**config.mk**
```make
export PLATFORM = sky130hd
export DESIGN_NAME = mod_seq_top
export DESIGN_NICKNAME = d
export VERILOG_FILES = /design/src/mod_seq_pkg.sv /design/src/uop_rom.sv /design/src/operand_bank.sv /design/src/uop_sequencer.sv /design/src/mod_arith_unit.sv /design/src/result_regs.sv /design/src/mod_seq_top.sv
export SDC_FILE = /design/constraint.sdc
export NUM_CORES = 1
export LEC_CHECK = 0
export ABC_AREA = 1
export BUFFER_PORTS_ARGS = -buffer_cell sky130_fd_sc_hd__buf_2
export CAP_MARGIN = 20
export CORE_ASPECT_RATIO = 0.8
export CORE_UTILIZATION = 56
export CTS_CLUSTER_SIZE = 20
export DETAILED_ROUTE_END_ITERATION = 6
export HOLD_SLACK_MARGIN = 0.12
export PLACE_DENSITY = 0.82
export SKIP_CTS_REPAIR_TIMING = 1
export SYNTH_ARGS = -nofsm -noshare
export SYNTH_HDL_FRONTEND = slang
export SYNTH_SLANG_ARGS = --single-unit
```
**constraint.sdc**
```tcl
create_clock -name clk -period 8.52 [get_ports clk]
set_clock_uncertainty 0.2 [all_clocks]
set_input_delay 1.704 -clock clk [delete_from_list [all_inputs] [get_ports clk]]
set_output_delay 1.704 -clock clk [all_outputs]
set_load 0.01 [all_outputs]
```
**src/mod_seq_pkg.sv**
```systemverilog
// Shared encodings for the microcoded modular-arithmetic engine.
// The micro-op line is 12 bits wide and has two views (control and arithmetic).
// Datapath width and modulus are module parameters. They are not defined here.
package mod_seq_pkg;

    // ----------------------------------------------------------------------
    // widths
    // ----------------------------------------------------------------------
    localparam int INSTR_W    = 12;
    localparam int PC_W       = 5;
    localparam int REG_ADDR_W = 3;

    // ----------------------------------------------------------------------
    // field encodings
    // ----------------------------------------------------------------------
    typedef enum logic [1:0] {
        UOP_IDLE = 2'd0,
        UOP_WR   = 2'd1,
        UOP_RD   = 2'd2,
        UOP_OP   = 2'd3
    } uop_kind_e;

    typedef enum logic {
        ARITH_ADD = 1'b0,
        ARITH_MUL = 1'b1
    } arith_cmd_e;

    // operand ids in write lines, result ids in read lines
    typedef enum logic [3:0] {
        ID_ZERO  = 4'd0,
        ID_ONE   = 4'd1,
        ID_A     = 4'd2,
        ID_B     = 4'd3,
        ID_C     = 4'd4,
        ID_RES_R = 4'd8,
        ID_RES_S = 4'd9
    } opnd_id_e;

    typedef enum logic [1:0] {
        CMD_NONE    = 2'd0,
        CMD_MAC     = 2'd1,
        CMD_SQR_ADD = 2'd2,
        CMD_RSVD    = 2'd3
    } cmd_e;

    // ----------------------------------------------------------------------
    // micro-op line
    // ----------------------------------------------------------------------
    typedef struct packed {
        uop_kind_e             kind;
        opnd_id_e              id;
        logic [REG_ADDR_W-1:0] addr;
        logic [2:0]            pad;
    } uop_ctrl_t;

    typedef struct packed {
        uop_kind_e             kind;
        arith_cmd_e            cmd;
        logic [REG_ADDR_W-1:0] dst;
        logic [REG_ADDR_W-1:0] src_a;
        logic [REG_ADDR_W-1:0] src_b;
    } uop_arith_t;

    typedef union packed {
        uop_ctrl_t  ctrl;
        uop_arith_t arith;
    } uop_line_u;

    // program entry points
    localparam logic [PC_W-1:0] PC_IDLE      = 5'd0;
    localparam logic [PC_W-1:0] PC_MAC_START = 5'd1;
    localparam logic [PC_W-1:0] PC_SQR_START = 5'd9;

endpackage

```
**src/uop_rom.sv**
```systemverilog
// Program store, combinational from the program counter.
// Address 0 is the idle line; each program ends on an idle-kind line.
// Unused addresses read as idle lines.
module uop_rom (
    input  logic [mod_seq_pkg::PC_W-1:0] pc_i,
    output mod_seq_pkg::uop_line_u       line_o
);
    import mod_seq_pkg::*;

    function automatic uop_line_u wr_line(input opnd_id_e src,
                                          input logic [REG_ADDR_W-1:0] dst);
        uop_line_u l;
        l.ctrl = '{kind: UOP_WR, id: src, addr: dst, pad: 3'b000};
        return l;
    endfunction

    function automatic uop_line_u rd_line(input opnd_id_e res,
                                          input logic [REG_ADDR_W-1:0] src);
        uop_line_u l;
        l.ctrl = '{kind: UOP_RD, id: res, addr: src, pad: 3'b000};
        return l;
    endfunction

    function automatic uop_line_u op_line(input arith_cmd_e cmd,
                                          input logic [REG_ADDR_W-1:0] dst,
                                          input logic [REG_ADDR_W-1:0] a,
                                          input logic [REG_ADDR_W-1:0] b);
        uop_line_u l;
        l.arith = '{kind: UOP_OP, cmd: cmd, dst: dst, src_a: a, src_b: b};
        return l;
    endfunction

    always_comb begin
        line_o = '0;
        case (pc_i)
            // mac: r3 = a*b, r4 = r3 + c
            5'd1:  line_o = wr_line(ID_A, 3'd0);
            5'd2:  line_o = wr_line(ID_B, 3'd1);
            5'd3:  line_o = wr_line(ID_C, 3'd2);
            5'd4:  line_o = op_line(ARITH_MUL, 3'd3, 3'd0, 3'd1);
            5'd5:  line_o = op_line(ARITH_ADD, 3'd4, 3'd3, 3'd2);
            5'd6:  line_o = rd_line(ID_RES_R, 3'd4);
            5'd7:  line_o = rd_line(ID_RES_S, 3'd3);
            // square and add: r2 = a*a, r3 = a + b
            5'd9:  line_o = wr_line(ID_A, 3'd0);
            5'd10: line_o = wr_line(ID_B, 3'd1);
            5'd11: line_o = op_line(ARITH_MUL, 3'd2, 3'd0, 3'd0);
            5'd12: line_o = op_line(ARITH_ADD, 3'd3, 3'd0, 3'd1);
            5'd13: line_o = rd_line(ID_RES_R, 3'd2);
            5'd14: line_o = rd_line(ID_RES_S, 3'd3);
            default: line_o = '0;
        endcase
    end

endmodule

```
**src/operand_bank.sv**
```systemverilog
// Operand capture and write-data select.
// Operands are latched only on an accepted start and must be below the modulus.
// Non-write lines drive zero onto the write data.
module operand_bank #(
    parameter int WIDTH = 16
) (
    input  logic                    clk,
    input  logic                    reset_n,
    input  logic                    capture_i,
    input  logic [WIDTH-1:0]        opnd_a_i,
    input  logic [WIDTH-1:0]        opnd_b_i,
    input  logic [WIDTH-1:0]        opnd_c_i,
    input  mod_seq_pkg::uop_line_u  line_i,
    output logic [WIDTH-1:0]        wr_data_o
);
    import mod_seq_pkg::*;

    logic [WIDTH-1:0] opnd_a_q;
    logic [WIDTH-1:0] opnd_b_q;
    logic [WIDTH-1:0] opnd_c_q;

    always_ff @(posedge clk) begin
        if (capture_i) begin
            opnd_a_q <= opnd_a_i;
            opnd_b_q <= opnd_b_i;
            opnd_c_q <= opnd_c_i;
        end
    end

    // constant or captured operand for write lines
    always_comb begin
        wr_data_o = '0;
        if (line_i.ctrl.kind == UOP_WR) begin
            case (line_i.ctrl.id)
                ID_ZERO: wr_data_o = '0;
                ID_ONE:  wr_data_o = WIDTH'(1);
                ID_A:    wr_data_o = opnd_a_q;
                ID_B:    wr_data_o = opnd_b_q;
                ID_C:    wr_data_o = opnd_c_q;
                default: wr_data_o = '0;
            endcase
        end
    end

    // a capture must only land while the sequencer sits on an idle line
    a_capture_at_idle : assert property (@(posedge clk) disable iff (!reset_n)
        capture_i |-> (line_i.ctrl.kind == UOP_IDLE))
        else $error("operand capture while a program line is active");

endmodule

```
**src/uop_sequencer.sv**
```systemverilog
// Program counter FSM with a four-cycle issue spacing.
// Holds while the arithmetic unit is busy; the gap count restarts afterwards.
// Only CMD_MAC and CMD_SQR_ADD are dispatched, other commands are dropped.
module uop_sequencer (
    input  logic                          clk,
    input  logic                          reset_n,
    input  logic                          start_i,
    input  mod_seq_pkg::cmd_e             cmd_i,
    input  logic                          busy_i,
    input  mod_seq_pkg::uop_line_u        line_i,
    output logic [mod_seq_pkg::PC_W-1:0]  pc_o,
    output logic                          issue_o,
    output logic                          capture_o,
    output logic                          prog_end_o,
    output logic                          ready_o
);
    import mod_seq_pkg::*;

    logic [PC_W-1:0] pc_q;
    logic [1:0]      gap_q;
    logic            at_idle;
    logic            cmd_valid;
    logic            end_line;

    // ----------------------------------------------------------------------
    // status and strobes
    // ----------------------------------------------------------------------
    assign at_idle   = (pc_q == PC_IDLE);
    assign cmd_valid = (cmd_i == CMD_MAC) || (cmd_i == CMD_SQR_ADD);
    assign end_line  = (line_i.ctrl.kind == UOP_IDLE);

    assign ready_o    = at_idle && !busy_i;
    assign capture_o  = start_i && ready_o && cmd_valid;
    // one line every fourth cycle while a program runs
    assign issue_o    = !at_idle && !busy_i && (gap_q == 2'd3);
    assign prog_end_o = issue_o && end_line;
    assign pc_o       = pc_q;

    // ----------------------------------------------------------------------
    // program counter
    // ----------------------------------------------------------------------
    always_ff @(posedge clk or negedge reset_n) begin
        if (!reset_n) begin
            pc_q  <= PC_IDLE;
            gap_q <= 2'd0;
        end else if (capture_o) begin
            // dispatch
            pc_q  <= (cmd_i == CMD_MAC) ? PC_MAC_START : PC_SQR_START;
            gap_q <= 2'd0;
        end else if (busy_i || at_idle) begin
            gap_q <= 2'd0;
        end else begin
            gap_q <= gap_q + 2'd1;
            if (issue_o) begin
                pc_q <= end_line ? PC_IDLE : pc_q + 1'b1;
            end
        end
    end

    // busy may only rise right after an issued multiply line
    a_busy_after_mul : assert property (@(posedge clk) disable iff (!reset_n)
        $rose(busy_i) |-> $past(issue_o && (line_i.arith.kind == UOP_OP)
                                && (line_i.arith.cmd == ARITH_MUL)))
        else $error("busy rose without an issued multiply line");

endmodule

```
**src/mod_arith_unit.sv**
```systemverilog
// Register file with modular add and a bit-serial modular multiply.
// All register contents must stay below PRIME, and PRIME must fit in WIDTH bits.
// A multiply takes WIDTH cycles with busy_o high; the add takes effect on issue.
module mod_arith_unit #(
    parameter int          WIDTH = 16,
    parameter int unsigned PRIME = 65521
) (
    input  logic                    clk,
    input  logic                    reset_n,
    input  logic                    issue_i,
    input  mod_seq_pkg::uop_line_u  line_i,
    input  logic [WIDTH-1:0]        wr_data_i,
    output logic [WIDTH-1:0]        rd_data_o,
    output logic                    busy_o
);
    import mod_seq_pkg::*;

    localparam int             CNT_W = $clog2(WIDTH + 1);
    localparam logic [WIDTH:0] P_EXT = (WIDTH + 1)'(PRIME);

    logic [WIDTH-1:0]      rf [2**REG_ADDR_W];
    logic                  busy_q;
    logic [CNT_W-1:0]      cnt_q;
    logic [WIDTH-1:0]      mcand_q;
    logic [WIDTH-1:0]      mplier_q;
    logic [WIDTH-1:0]      acc_q;
    logic [REG_ADDR_W-1:0] mul_dst_q;

    logic             wr_issue;
    logic             add_issue;
    logic             mul_start;
    logic             mul_last;
    logic [WIDTH-1:0] src_a_val;
    logic [WIDTH-1:0] src_b_val;
    logic [WIDTH-1:0] add_res;
    logic [WIDTH-1:0] acc_dbl;
    logic [WIDTH-1:0] acc_next;

    // single conditional subtraction, input below 2*PRIME
    function automatic logic [WIDTH-1:0] fold(input logic [WIDTH:0] v);
        logic [WIDTH:0] r;
        r = (v >= P_EXT) ? v - P_EXT : v;
        return r[WIDTH-1:0];
    endfunction

    // ----------------------------------------------------------------------
    // decode
    // ----------------------------------------------------------------------
    assign wr_issue  = issue_i && (line_i.ctrl.kind == UOP_WR);
    assign add_issue = issue_i && (line_i.arith.kind == UOP_OP)
                       && (line_i.arith.cmd == ARITH_ADD);
    assign mul_start = issue_i && (line_i.arith.kind == UOP_OP)
                       && (line_i.arith.cmd == ARITH_MUL);
    assign mul_last  = busy_q && (cnt_q == CNT_W'(1));

    assign src_a_val = rf[line_i.arith.src_a];
    assign src_b_val = rf[line_i.arith.src_b];
    assign add_res   = fold({1'b0, src_a_val} + {1'b0, src_b_val});

    // msb-first double and add
    assign acc_dbl  = fold({acc_q, 1'b0});
    assign acc_next = fold({1'b0, acc_dbl} + (mplier_q[WIDTH-1] ? {1'b0, mcand_q} : '0));

    assign rd_data_o = rf[line_i.ctrl.addr];
    assign busy_o    = busy_q;

    // ----------------------------------------------------------------------
    // multiply control
    // ----------------------------------------------------------------------
    always_ff @(posedge clk or negedge reset_n) begin
        if (!reset_n) begin
            busy_q <= 1'b0;
            cnt_q  <= '0;
        end else if (mul_start) begin
            busy_q <= 1'b1;
            cnt_q  <= CNT_W'(WIDTH);
        end else if (busy_q) begin
            cnt_q <= cnt_q - 1'b1;
            if (mul_last) begin
                busy_q <= 1'b0;
            end
        end
    end

    // register file and multiply datapath
    always_ff @(posedge clk) begin
        if (wr_issue) begin
            rf[line_i.ctrl.addr] <= wr_data_i;
        end
        if (add_issue) begin
            rf[line_i.arith.dst] <= add_res;
        end
        if (mul_last) begin
            rf[mul_dst_q] <= acc_next;
        end
        if (mul_start) begin
            mcand_q   <= src_a_val;
            mplier_q  <= src_b_val;
            acc_q     <= '0;
            mul_dst_q <= line_i.arith.dst;
        end else if (busy_q) begin
            acc_q    <= acc_next;
            mplier_q <= mplier_q << 1;
        end
    end

    a_no_issue_busy : assert property (@(posedge clk) disable iff (!reset_n)
        busy_o |-> !issue_i)
        else $error("line issued while a multiply was running");

endmodule

```
**src/result_regs.sv**
```systemverilog
// Result registers with a valid level and a one-cycle done pulse.
// Results hold from done until the next accepted start.
module result_regs #(
    parameter int WIDTH = 16
) (
    input  logic                    clk,
    input  logic                    reset_n,
    input  logic                    issue_i,
    input  logic                    capture_i,
    input  logic                    prog_end_i,
    input  mod_seq_pkg::uop_line_u  line_i,
    input  logic [WIDTH-1:0]        rd_data_i,
    output logic [WIDTH-1:0]        result_r_o,
    output logic [WIDTH-1:0]        result_s_o,
    output logic                    valid_o,
    output logic                    done_o
);
    import mod_seq_pkg::*;

    logic rd_issue;

    assign rd_issue = issue_i && (line_i.ctrl.kind == UOP_RD);

    always_ff @(posedge clk) begin
        if (rd_issue && (line_i.ctrl.id == ID_RES_R)) begin
            result_r_o <= rd_data_i;
        end
        if (rd_issue && (line_i.ctrl.id == ID_RES_S)) begin
            result_s_o <= rd_data_i;
        end
    end

    // valid drops on a start, rises with done at program end
    always_ff @(posedge clk or negedge reset_n) begin
        if (!reset_n) begin
            valid_o <= 1'b0;
            done_o  <= 1'b0;
        end else begin
            done_o <= prog_end_i;
            if (capture_i) begin
                valid_o <= 1'b0;
            end else if (prog_end_i) begin
                valid_o <= 1'b1;
            end
        end
    end

endmodule

```
**src/mod_seq_top.sv**
```systemverilog
// Microcoded modular-arithmetic engine, top level.
// start_i is sampled only while ready_o is high; operands must be below PRIME.
// Latency to done_o depends on the number of multiplies in the program.
module mod_seq_top #(
    parameter int          WIDTH = 16,
    parameter int unsigned PRIME = 65521
) (
    input  logic              clk,
    input  logic              reset_n,
    input  logic              start_i,
    input  mod_seq_pkg::cmd_e cmd_i,
    input  logic [WIDTH-1:0]  opnd_a_i,
    input  logic [WIDTH-1:0]  opnd_b_i,
    input  logic [WIDTH-1:0]  opnd_c_i,
    output logic              ready_o,
    output logic              valid_o,
    output logic              done_o,
    output logic [WIDTH-1:0]  result_r_o,
    output logic [WIDTH-1:0]  result_s_o
);
    import mod_seq_pkg::*;

    logic [PC_W-1:0]  pc;
    uop_line_u        line;
    logic             issue;
    logic             capture;
    logic             prog_end;
    logic             busy;
    logic [WIDTH-1:0] wr_data;
    logic [WIDTH-1:0] rd_data;

    uop_rom u_rom (
        .pc_i   (pc),
        .line_o (line)
    );

    operand_bank #(.WIDTH(WIDTH)) u_opnd (
        .clk       (clk),
        .reset_n   (reset_n),
        .capture_i (capture),
        .opnd_a_i  (opnd_a_i),
        .opnd_b_i  (opnd_b_i),
        .opnd_c_i  (opnd_c_i),
        .line_i    (line),
        .wr_data_o (wr_data)
    );

    uop_sequencer u_seq (
        .clk        (clk),
        .reset_n    (reset_n),
        .start_i    (start_i),
        .cmd_i      (cmd_i),
        .busy_i     (busy),
        .line_i     (line),
        .pc_o       (pc),
        .issue_o    (issue),
        .capture_o  (capture),
        .prog_end_o (prog_end),
        .ready_o    (ready_o)
    );

    mod_arith_unit #(.WIDTH(WIDTH), .PRIME(PRIME)) u_arith (
        .clk       (clk),
        .reset_n   (reset_n),
        .issue_i   (issue),
        .line_i    (line),
        .wr_data_i (wr_data),
        .rd_data_o (rd_data),
        .busy_o    (busy)
    );

    result_regs #(.WIDTH(WIDTH)) u_res (
        .clk        (clk),
        .reset_n    (reset_n),
        .issue_i    (issue),
        .capture_i  (capture),
        .prog_end_i (prog_end),
        .line_i     (line),
        .rd_data_i  (rd_data),
        .result_r_o (result_r_o),
        .result_s_o (result_s_o),
        .valid_o    (valid_o),
        .done_o     (done_o)
    );

endmodule

```
## Yosys cells after proc, flatten, opt, wreduce, memory -nomap -nowiden

Memories as Yosys holds them, arrays and structs flattened.
Cells that the tools add are included.

| cells by class | value |
|---|---|
| bitwise logic cells | 1 |
| $lt $le $gt $ge | 3 |
| reduce and logical (&&, ||, !) cells | 26 |
| eq/ne operators | 14 |
| mux-type cells | 35 |
| add/sub/neg operators | 8 |

Operators with widths:

| kind | number |
|---|---|
| 16-bit 2-to-1 mux | 9 |
| 16-bit one-hot mux with 4 select lines | 1 |
| 17-bit by 16-bit >= comparator with 1-bit output, second input constant | 3 |
| 16-bit subtractor, second input constant | 3 |
| 16-bit by 16-bit adder with 17-bit output | 2 |
| 16-bit OR reduction | 2 |
| 5-bit 2-to-1 mux | 6 |
| 1-bit logical AND | 14 |
| 1-bit 2-to-1 mux | 13 |
| 12-bit 2-to-1 mux | 1 |
| 2-bit == test, second input constant | 4 |
| 4-bit by 2-bit == test with 1-bit output, second input constant | 2 |
| 4-bit == test, second input constant | 2 |
| 3-bit 2-to-1 mux | 2 |
| 2-bit nonzero test | 3 |
| 5-bit by 1-bit adder with 5-bit output, second input constant | 1 |
| 5-bit by 1-bit == test with 1-bit output, second input constant | 1 |
| 5-bit zero test | 1 |
| 5-bit by 1-bit subtractor with 5-bit output, second input constant | 1 |
| 2-bit by 1-bit == test with 1-bit output, second input constant | 2 |
| 4-bit by 1-bit == test with 1-bit output, second input constant | 1 |
| 4-bit by 3-bit == test with 1-bit output, second input constant | 1 |
| 2-bit 2-to-1 mux | 2 |
| 4-bit 2-to-1 mux | 1 |
| 7 further kinds | 9 |

| word-level totals | value |
|---|---|
| bits in writable memories | 128 |
| memories | 2 |
| input bits | 53 |
| output and inout bits | 35 |
| memory bits (read-only) | 176 |
| flip-flop bits (word level) | 146 |
| word-level logic and storage cells | 104 |

Memory list:

| name | words | width | rd ports | clocked after Yosys merged registers in | wr ports | line | source |
|---|---|---|---|---|---|---|---|
| (no name shown) | 16 | 11 | 1 | 0 | 0 | uop_rom.sv:35 | `case (pc_i)` |
| u_arith.rf | 8 | 16 | 2 | 0 | 1 | mod_arith_unit.sv:21 | `logic [WIDTH-1:0] rf [2**REG_ADDR_W];` |

## Longest topological paths before layout

| depth | value |
|---|---|
| depth in word-level cells | 11 |
| gate-level depth with buffers | 38 |
| mapped depth without buffers | 37 |

## By module

Synthesis repeated with hierarchy kept, for this count alone.

| second synthesis, totals | value |
|---|---|
| cell total of the unflattened synthesis | 2354 |
| area total of the unflattened synthesis | 18074.8 µm² |

Modules (own cells, without submodules):

| module | sequential area each (µm²) | area an instance (µm²) | cells each | instances |
|---|---|---|---|---|
| mod_arith_unit | 5365.1 | 14047.2 | 2010 | 1 |
| operand_bank | 1441.4 | 2052.0 | 165 | 1 |
| result_regs | 1011.0 | 1077.3 | 46 | 1 |
| uop_sequencer | 175.2 | 516.7 | 70 | 1 |
| uop_rom | 0.0 | 381.6 | 63 | 1 |

## Worst setup path after synthesis

No wires, ideal clock.

| timing path | value |
|---|---|
| kind | in2reg |
| start point | in cmd_i[1] |
| end point | reg u_seq.pc_q[1], in the netlist u_seq.pc_o[1] |
| path buffers | 0 |
| data required time | 8.183 ns |
| path slack | 0.623 ns |
| setup time | 0.137 ns |
| stages on the path | 6 |
| arrival | 7.560 ns |
| cell sequence | inv_1 ha_1 nor4_1 inv_1 nand2_1 o32ai_1 |

| between the ends | value |
|---|---|
| longest elaborated chain between the ends | 5 |
| elaborated cells on any way between the ends | 8 |
| classes of those cells | eq/ne: 3; mux: 1; reduce/logical: 4 |

RTL lines:

| item | line | source |
|---|---|---|
| start, declared | mod_seq_top.sv:11 | `input mod_seq_pkg::cmd_e cmd_i,` |
| 2-bit by 1-bit == test with 1-bit output / 2-bit == test (equally long branches) | uop_sequencer.sv:29 | `assign cmd_valid = (cmd_i == CMD_MAC) \|\| (cmd_i == CMD_SQR_ADD);` |
| 1-bit logical OR (*) | uop_sequencer.sv:29 |  |
| 1-bit logical AND (*) | uop_sequencer.sv:33 | `assign capture_o = start_i && ready_o && cmd_valid;` |
| via capture | mod_seq_top.sv:26 | `logic capture;` |
| 2-bit inequality test (no line) / 2-bit nonzero test (equally long branches) | n/a |  |
| 2-bit AND reduction (no line) | n/a |  |
| end signal, assigned | uop_sequencer.sv:48 | `pc_q <= (cmd_i == CMD_MAC) ? PC_MAC_START : PC_SQR_START;` |
| end signal, assigned | uop_sequencer.sv:55 | `pc_q <= end_line ? PC_IDLE : pc_q + 1'b1;` |
| end, declared | uop_sequencer.sv:19 | `logic [PC_W-1:0] pc_q;` |

Mark *: on every way through the listed nets, which the timed path passes. The rest lies on a longest branch.
A chain may end at the register's enable or synchronous reset.

## Final worst setup path

| timing path | value |
|---|---|
| start point | reg u_seq.pc_q[1], in the netlist u_seq.pc_o[1] |
| end point | mem u_arith.rf[4][9] (data pin) |

| between the ends | value |
|---|---|
| elaborated cells on any way between the ends | 27 |
| classes of those cells | add/sub: 2; order compare: 1; eq/ne: 6; mux: 8; bitwise: 1; reduce/logical: 7; memory: 2 |

RTL lines:

| item | line | source |
|---|---|---|
| memory read 16 x 11 bit (*) | n/a |  |
| 12-bit 2-to-1 mux (*) | uop_rom.sv:35 |  |
| memory read 8 x 16 bit (*) | n/a |  |
| via u_arith.src_b_val[0] | mod_arith_unit.sv:34 | `logic [WIDTH-1:0] src_b_val;` |
| 16-bit by 16-bit adder with 17-bit output (*) | mod_arith_unit.sv:58 | `assign add_res = fold({1'b0, src_a_val} + {1'b0, src_b_val});` |
| 16-bit subtractor / 17-bit by 16-bit >= comparator with 1-bit output (equally long branches) | mod_arith_unit.sv:42 | `r = (v >= P_EXT) ? v - P_EXT : v;` |
| 16-bit 2-to-1 mux (*) | mod_arith_unit.sv:42 |  |
| 16-bit 2-to-1 mux (no line) (*) (2 in a row) | n/a |  |
| end, declared | mod_arith_unit.sv:21 |  |

Marks and branches as above.

==> out/qor.yml <==
run_status: "finished, violations left"
violations: "DRC"
worst_ep_arrival_time_ps: 6800
critical_path.endpoint_type: "flip-flop"
netSwitchingPower_uw: 2820
max_slew_margin_pct: 23.6
netlist_instances: 1550
crit_start: "u_seq.pc_o[1]$_DFFE_PN0P_"
whs_ps: 249
h-tree-depth: 1
synth.yosys.seq_area_share_pct: 54.9
fp-row-count: 52
setup_viol: 0
cts.sink_count: 274
yosys.area.top_type_share_pct: 50.1
num_io_pins: 88
crit_type: "reg2reg"
min-delay-path-class: "reg2reg"
static-leakage-power_uw: 0.00689
ys.warnings.count: 0
via_count: 11600
dr.first_iter.drc_count: 1413
die-area_um2: 26700
ir_drop_mv: 0.243
hold-path-cell-count: 1
critical_path.reg2reg.startpoint: "u_seq.pc_o[1]$_DFFE_PN0P_"
finalHoldViolCount: 0
initial_util_pct: 57.2
number_of_port_buffers: 87
p_int_uw: 3400
rsz0062_at_grt: "false"
number_of_distinct_library_cells_after_synthesis: 53
cp_slowest_cell: "sky130_fd_sc_hd__inv_2"
yosys.cell_count.top_type: "sky130_fd_sc_hd__nand2_1"
switching_share_pct: 45.3
grt_start_max_net_pins: 90
max_stage_delay_ps: 800
drcViolationCount: 1
hpwl_mm: 26.6
number_of_enable_type_register_cells_in_the_synthesized_netlist: 243
final_layout_size_suffix_gt1_share_pct: 12.9
grt_pass1_vias: 10900
postSynthNetCount: 1652
critical-path-top-cell-by-count: "sky130_fd_sc_hd__nand2_1"
critPathMaxFanout: 34
sequentialPowerShare_pct: 29.2
die-height_um: 146
multiInputGateArea_um2: 5620
synth-seq-cells: 274
area_delta_synth_final_pct: 11.8
grt_antenna_before_repair: 0
ys_dominant_reg_cell: "sky130_fd_sc_hd__edfxtp_1"
clkLatencyLatePin_ps: 560
drt_wl_total_mm: 38.8
syn_area_um2: 14600
max-cap-violations: 0
layout.filler_cells: 1988
synthesis.area_per_instance_um2: 9.39
combPwrFrac_pct: 51.1
via_to_cell_ratio: 5.80
worst-slew-pin-transition_ps: 1150
clk_pin_slew_worst_paths_ps: 60
final_min_period_over_clock_period_pct: 78.9
synth_async_sr_flop_share_pct: 5.47
routed_wire_length_per_instance_um: 19.3
grt_pass1_wl_mm: 59.4
cts-root-buf: "sky130_fd_sc_hd__clkbuf_16"
most_instantiated_cells_after_synthesis: "sky130_fd_sc_hd__nand2_1, sky130_fd_sc_hd__edfxtp_1, sky130_fd_sc_hd__inv_1, sky130_fd_sc_hd__o21ai_0, sky130_fd_sc_hd__nor2_1"
seq_area_um2: 7990
synth_top_cells_by_area: "sky130_fd_sc_hd__edfxtp_1, sky130_fd_sc_hd__nand2_1, sky130_fd_sc_hd__inv_1, sky130_fd_sc_hd__o21ai_0, sky130_fd_sc_hd__ha_1"
min_period_ps: 6720
number_of_nets_in_the_final_layout: 1736
drv_slew: 0
ff2ff_setup_slack_ps: 1800
detail_route.first_pass.iterations: 7
die_width_um: 182
synth_top_cell_by_area: "sky130_fd_sc_hd__edfxtp_1"
tritoncts: "yes"
crit_path_start_kind: "flip-flop"
grt.total_usage_pct: 29.3
floorplan.core_area_um2: 25400
cts_buffers: 27
rr_worst_depth: 28
fin_setup_tns_ps: 0
clkPwrFrac_pct: 19.7
max_clock_freq_mhz: 149
place_congestion: 1.02
ctsLongestPathBuffers: 3
required_ps: 8590
overflow: 0
diodes: 0
power.density_nw_per_um2: 382
drtAntennaViolNets: 0
timing.rr.end: "u_arith.rf[4][9]$_DFFE_PP_"
setup.worst_path.end: "u_arith.rf[4][9]$_DFFE_PP_"
how the worst min path moves through the flow:
stage / start / endpoint / slack, ps
after floorplan: u_seq.gap_q[0]$_DFF_PN0_ / u_seq.gap_q[0]$_DFF_PN0_ / 210
after global placement: u_seq.gap_q[0]$_DFF_PN0_ / u_seq.gap_q[0]$_DFF_PN0_ / 220
after detailed placement: u_seq.gap_q[0]$_DFF_PN0_ / u_seq.gap_q[0]$_DFF_PN0_ / 240
after CTS: u_seq.gap_q[0]$_DFF_PN0_ / u_seq.gap_q[0]$_DFF_PN0_ / 240
after global routing: u_seq.gap_q[0]$_DFF_PN0_ / u_seq.gap_q[0]$_DFF_PN0_ / 250
final: u_seq.gap_q[0]$_DFF_PN0_ / u_seq.gap_q[0]$_DFF_PN0_ / 250
critical path: cells and delay by family, from the launching register on:
| family | cells | cell delay (ps) |
|---|---|---|
| flip-flops | 1 | 430 |
| adder cells (fa/ha/maj) | 3 | 870 |
| AO/OA/AOI/OAI | 4 | 1040 |
| XOR/XNOR | 1 | 180 |
| buffers and inverters | 4 | 1150 |
| AND/OR/NAND/NOR | 16 | 2520 |
metrics by stage:
| stage | total power (µW) | instance area [µm²] | utilization (%) | cells | setup slack, ps |
|---|---|---|---|---|---|
| final | 6220 | 16300 | 64.0 | 2006 | 1800 |
| after floorplan | 4060 | 14600 | - | 1550 | 623 |
| after global routing | 6570 | 16300 | 64.0 | 2006 | 1220 |
| after detailed placement | 4890 | 15400 | 60.5 | 1956 | 1970 |
| after global placement | 4840 | 15400 | 60.4 | 1955 | 2260 |
| after CTS | 6140 | 16300 | 64.0 | 2006 | 1880 |
metal layers:
metal  global-route usage (%)  share of wire, %
met5                        0                 0
met4                     10.4               3.7
met3                     7.91                12
met2                     46.4                44
met1                     38.9                40
cell usage in the layout (no fill, tap or decap), types with 47 or more instances in the layout:
cell,n
sky130_fd_sc_hd__edfxtp_1,243
sky130_fd_sc_hd__nand3_1,63
sky130_fd_sc_hd__ha_1,47
sky130_fd_sc_hd__xor2_1,52
sky130_fd_sc_hd__a21oi_1,108
sky130_fd_sc_hd__nand2_1,359
sky130_fd_sc_hd__o21ai_0,118
sky130_fd_sc_hd__buf_2,87
sky130_fd_sc_hd__nor2_1,113
sky130_fd_sc_hd__inv_1,181
final cells by class:
type | count | share of cell area (%)
inverters | 192 | 4.46
clock buffers | 29 | 4.19
repair buffers | 109 | 3.69
flip-flops and latches | 274 | 49.1
clock inverters | 21 | 1.35
well taps | 351 | 2.70
multi-input cells | 1030 | 34.5
flip-flops by register name, indices dropped and copies added, names as in the netlist:
name,count
u_arith.mcand_q,16
u_arith.busy_o,1
u_seq.gap_q,2
u_arith.mul_dst_q,3
u_seq.pc_o,5
u_res.result_r_o,16
u_arith.mplier_q,16
u_opnd.opnd_b_q,16
u_res.valid_o,1
u_arith.rf,128
u_arith.cnt_q,5
u_opnd.opnd_c_q,16
u_arith.acc_q,16
u_res.result_s_o,16
u_opnd.opnd_a_q,16
u_res.done_o,1
power by group through the flow:
stage	Sequential, µW	Combinational, µW	Clock, µW
6_report	1810	3180	1220
5_1_grt	1820	3470	1280
4_1_cts	1810	3090	1230
3_5_place_dp	1840	3050	0
3_3_place_gp	1840	3010	0
2_1_floorplan	1830	2240	0
kinds of logic after synthesis:
| logic type | after synthesis | share of synthesized area, % |
|---|---|---|
| xor+xnor | 61 | 3.67 |
| simple gates | 614 | 18.6 |
| flops | 274 | 54.9 |
| buf+inv | 246 | 6.68 |
| compound gates | 306 | 11.8 |
| fa+ha+maj | 49 | 4.31 |
No activity file was read; power rests on OpenSTA's default activity.
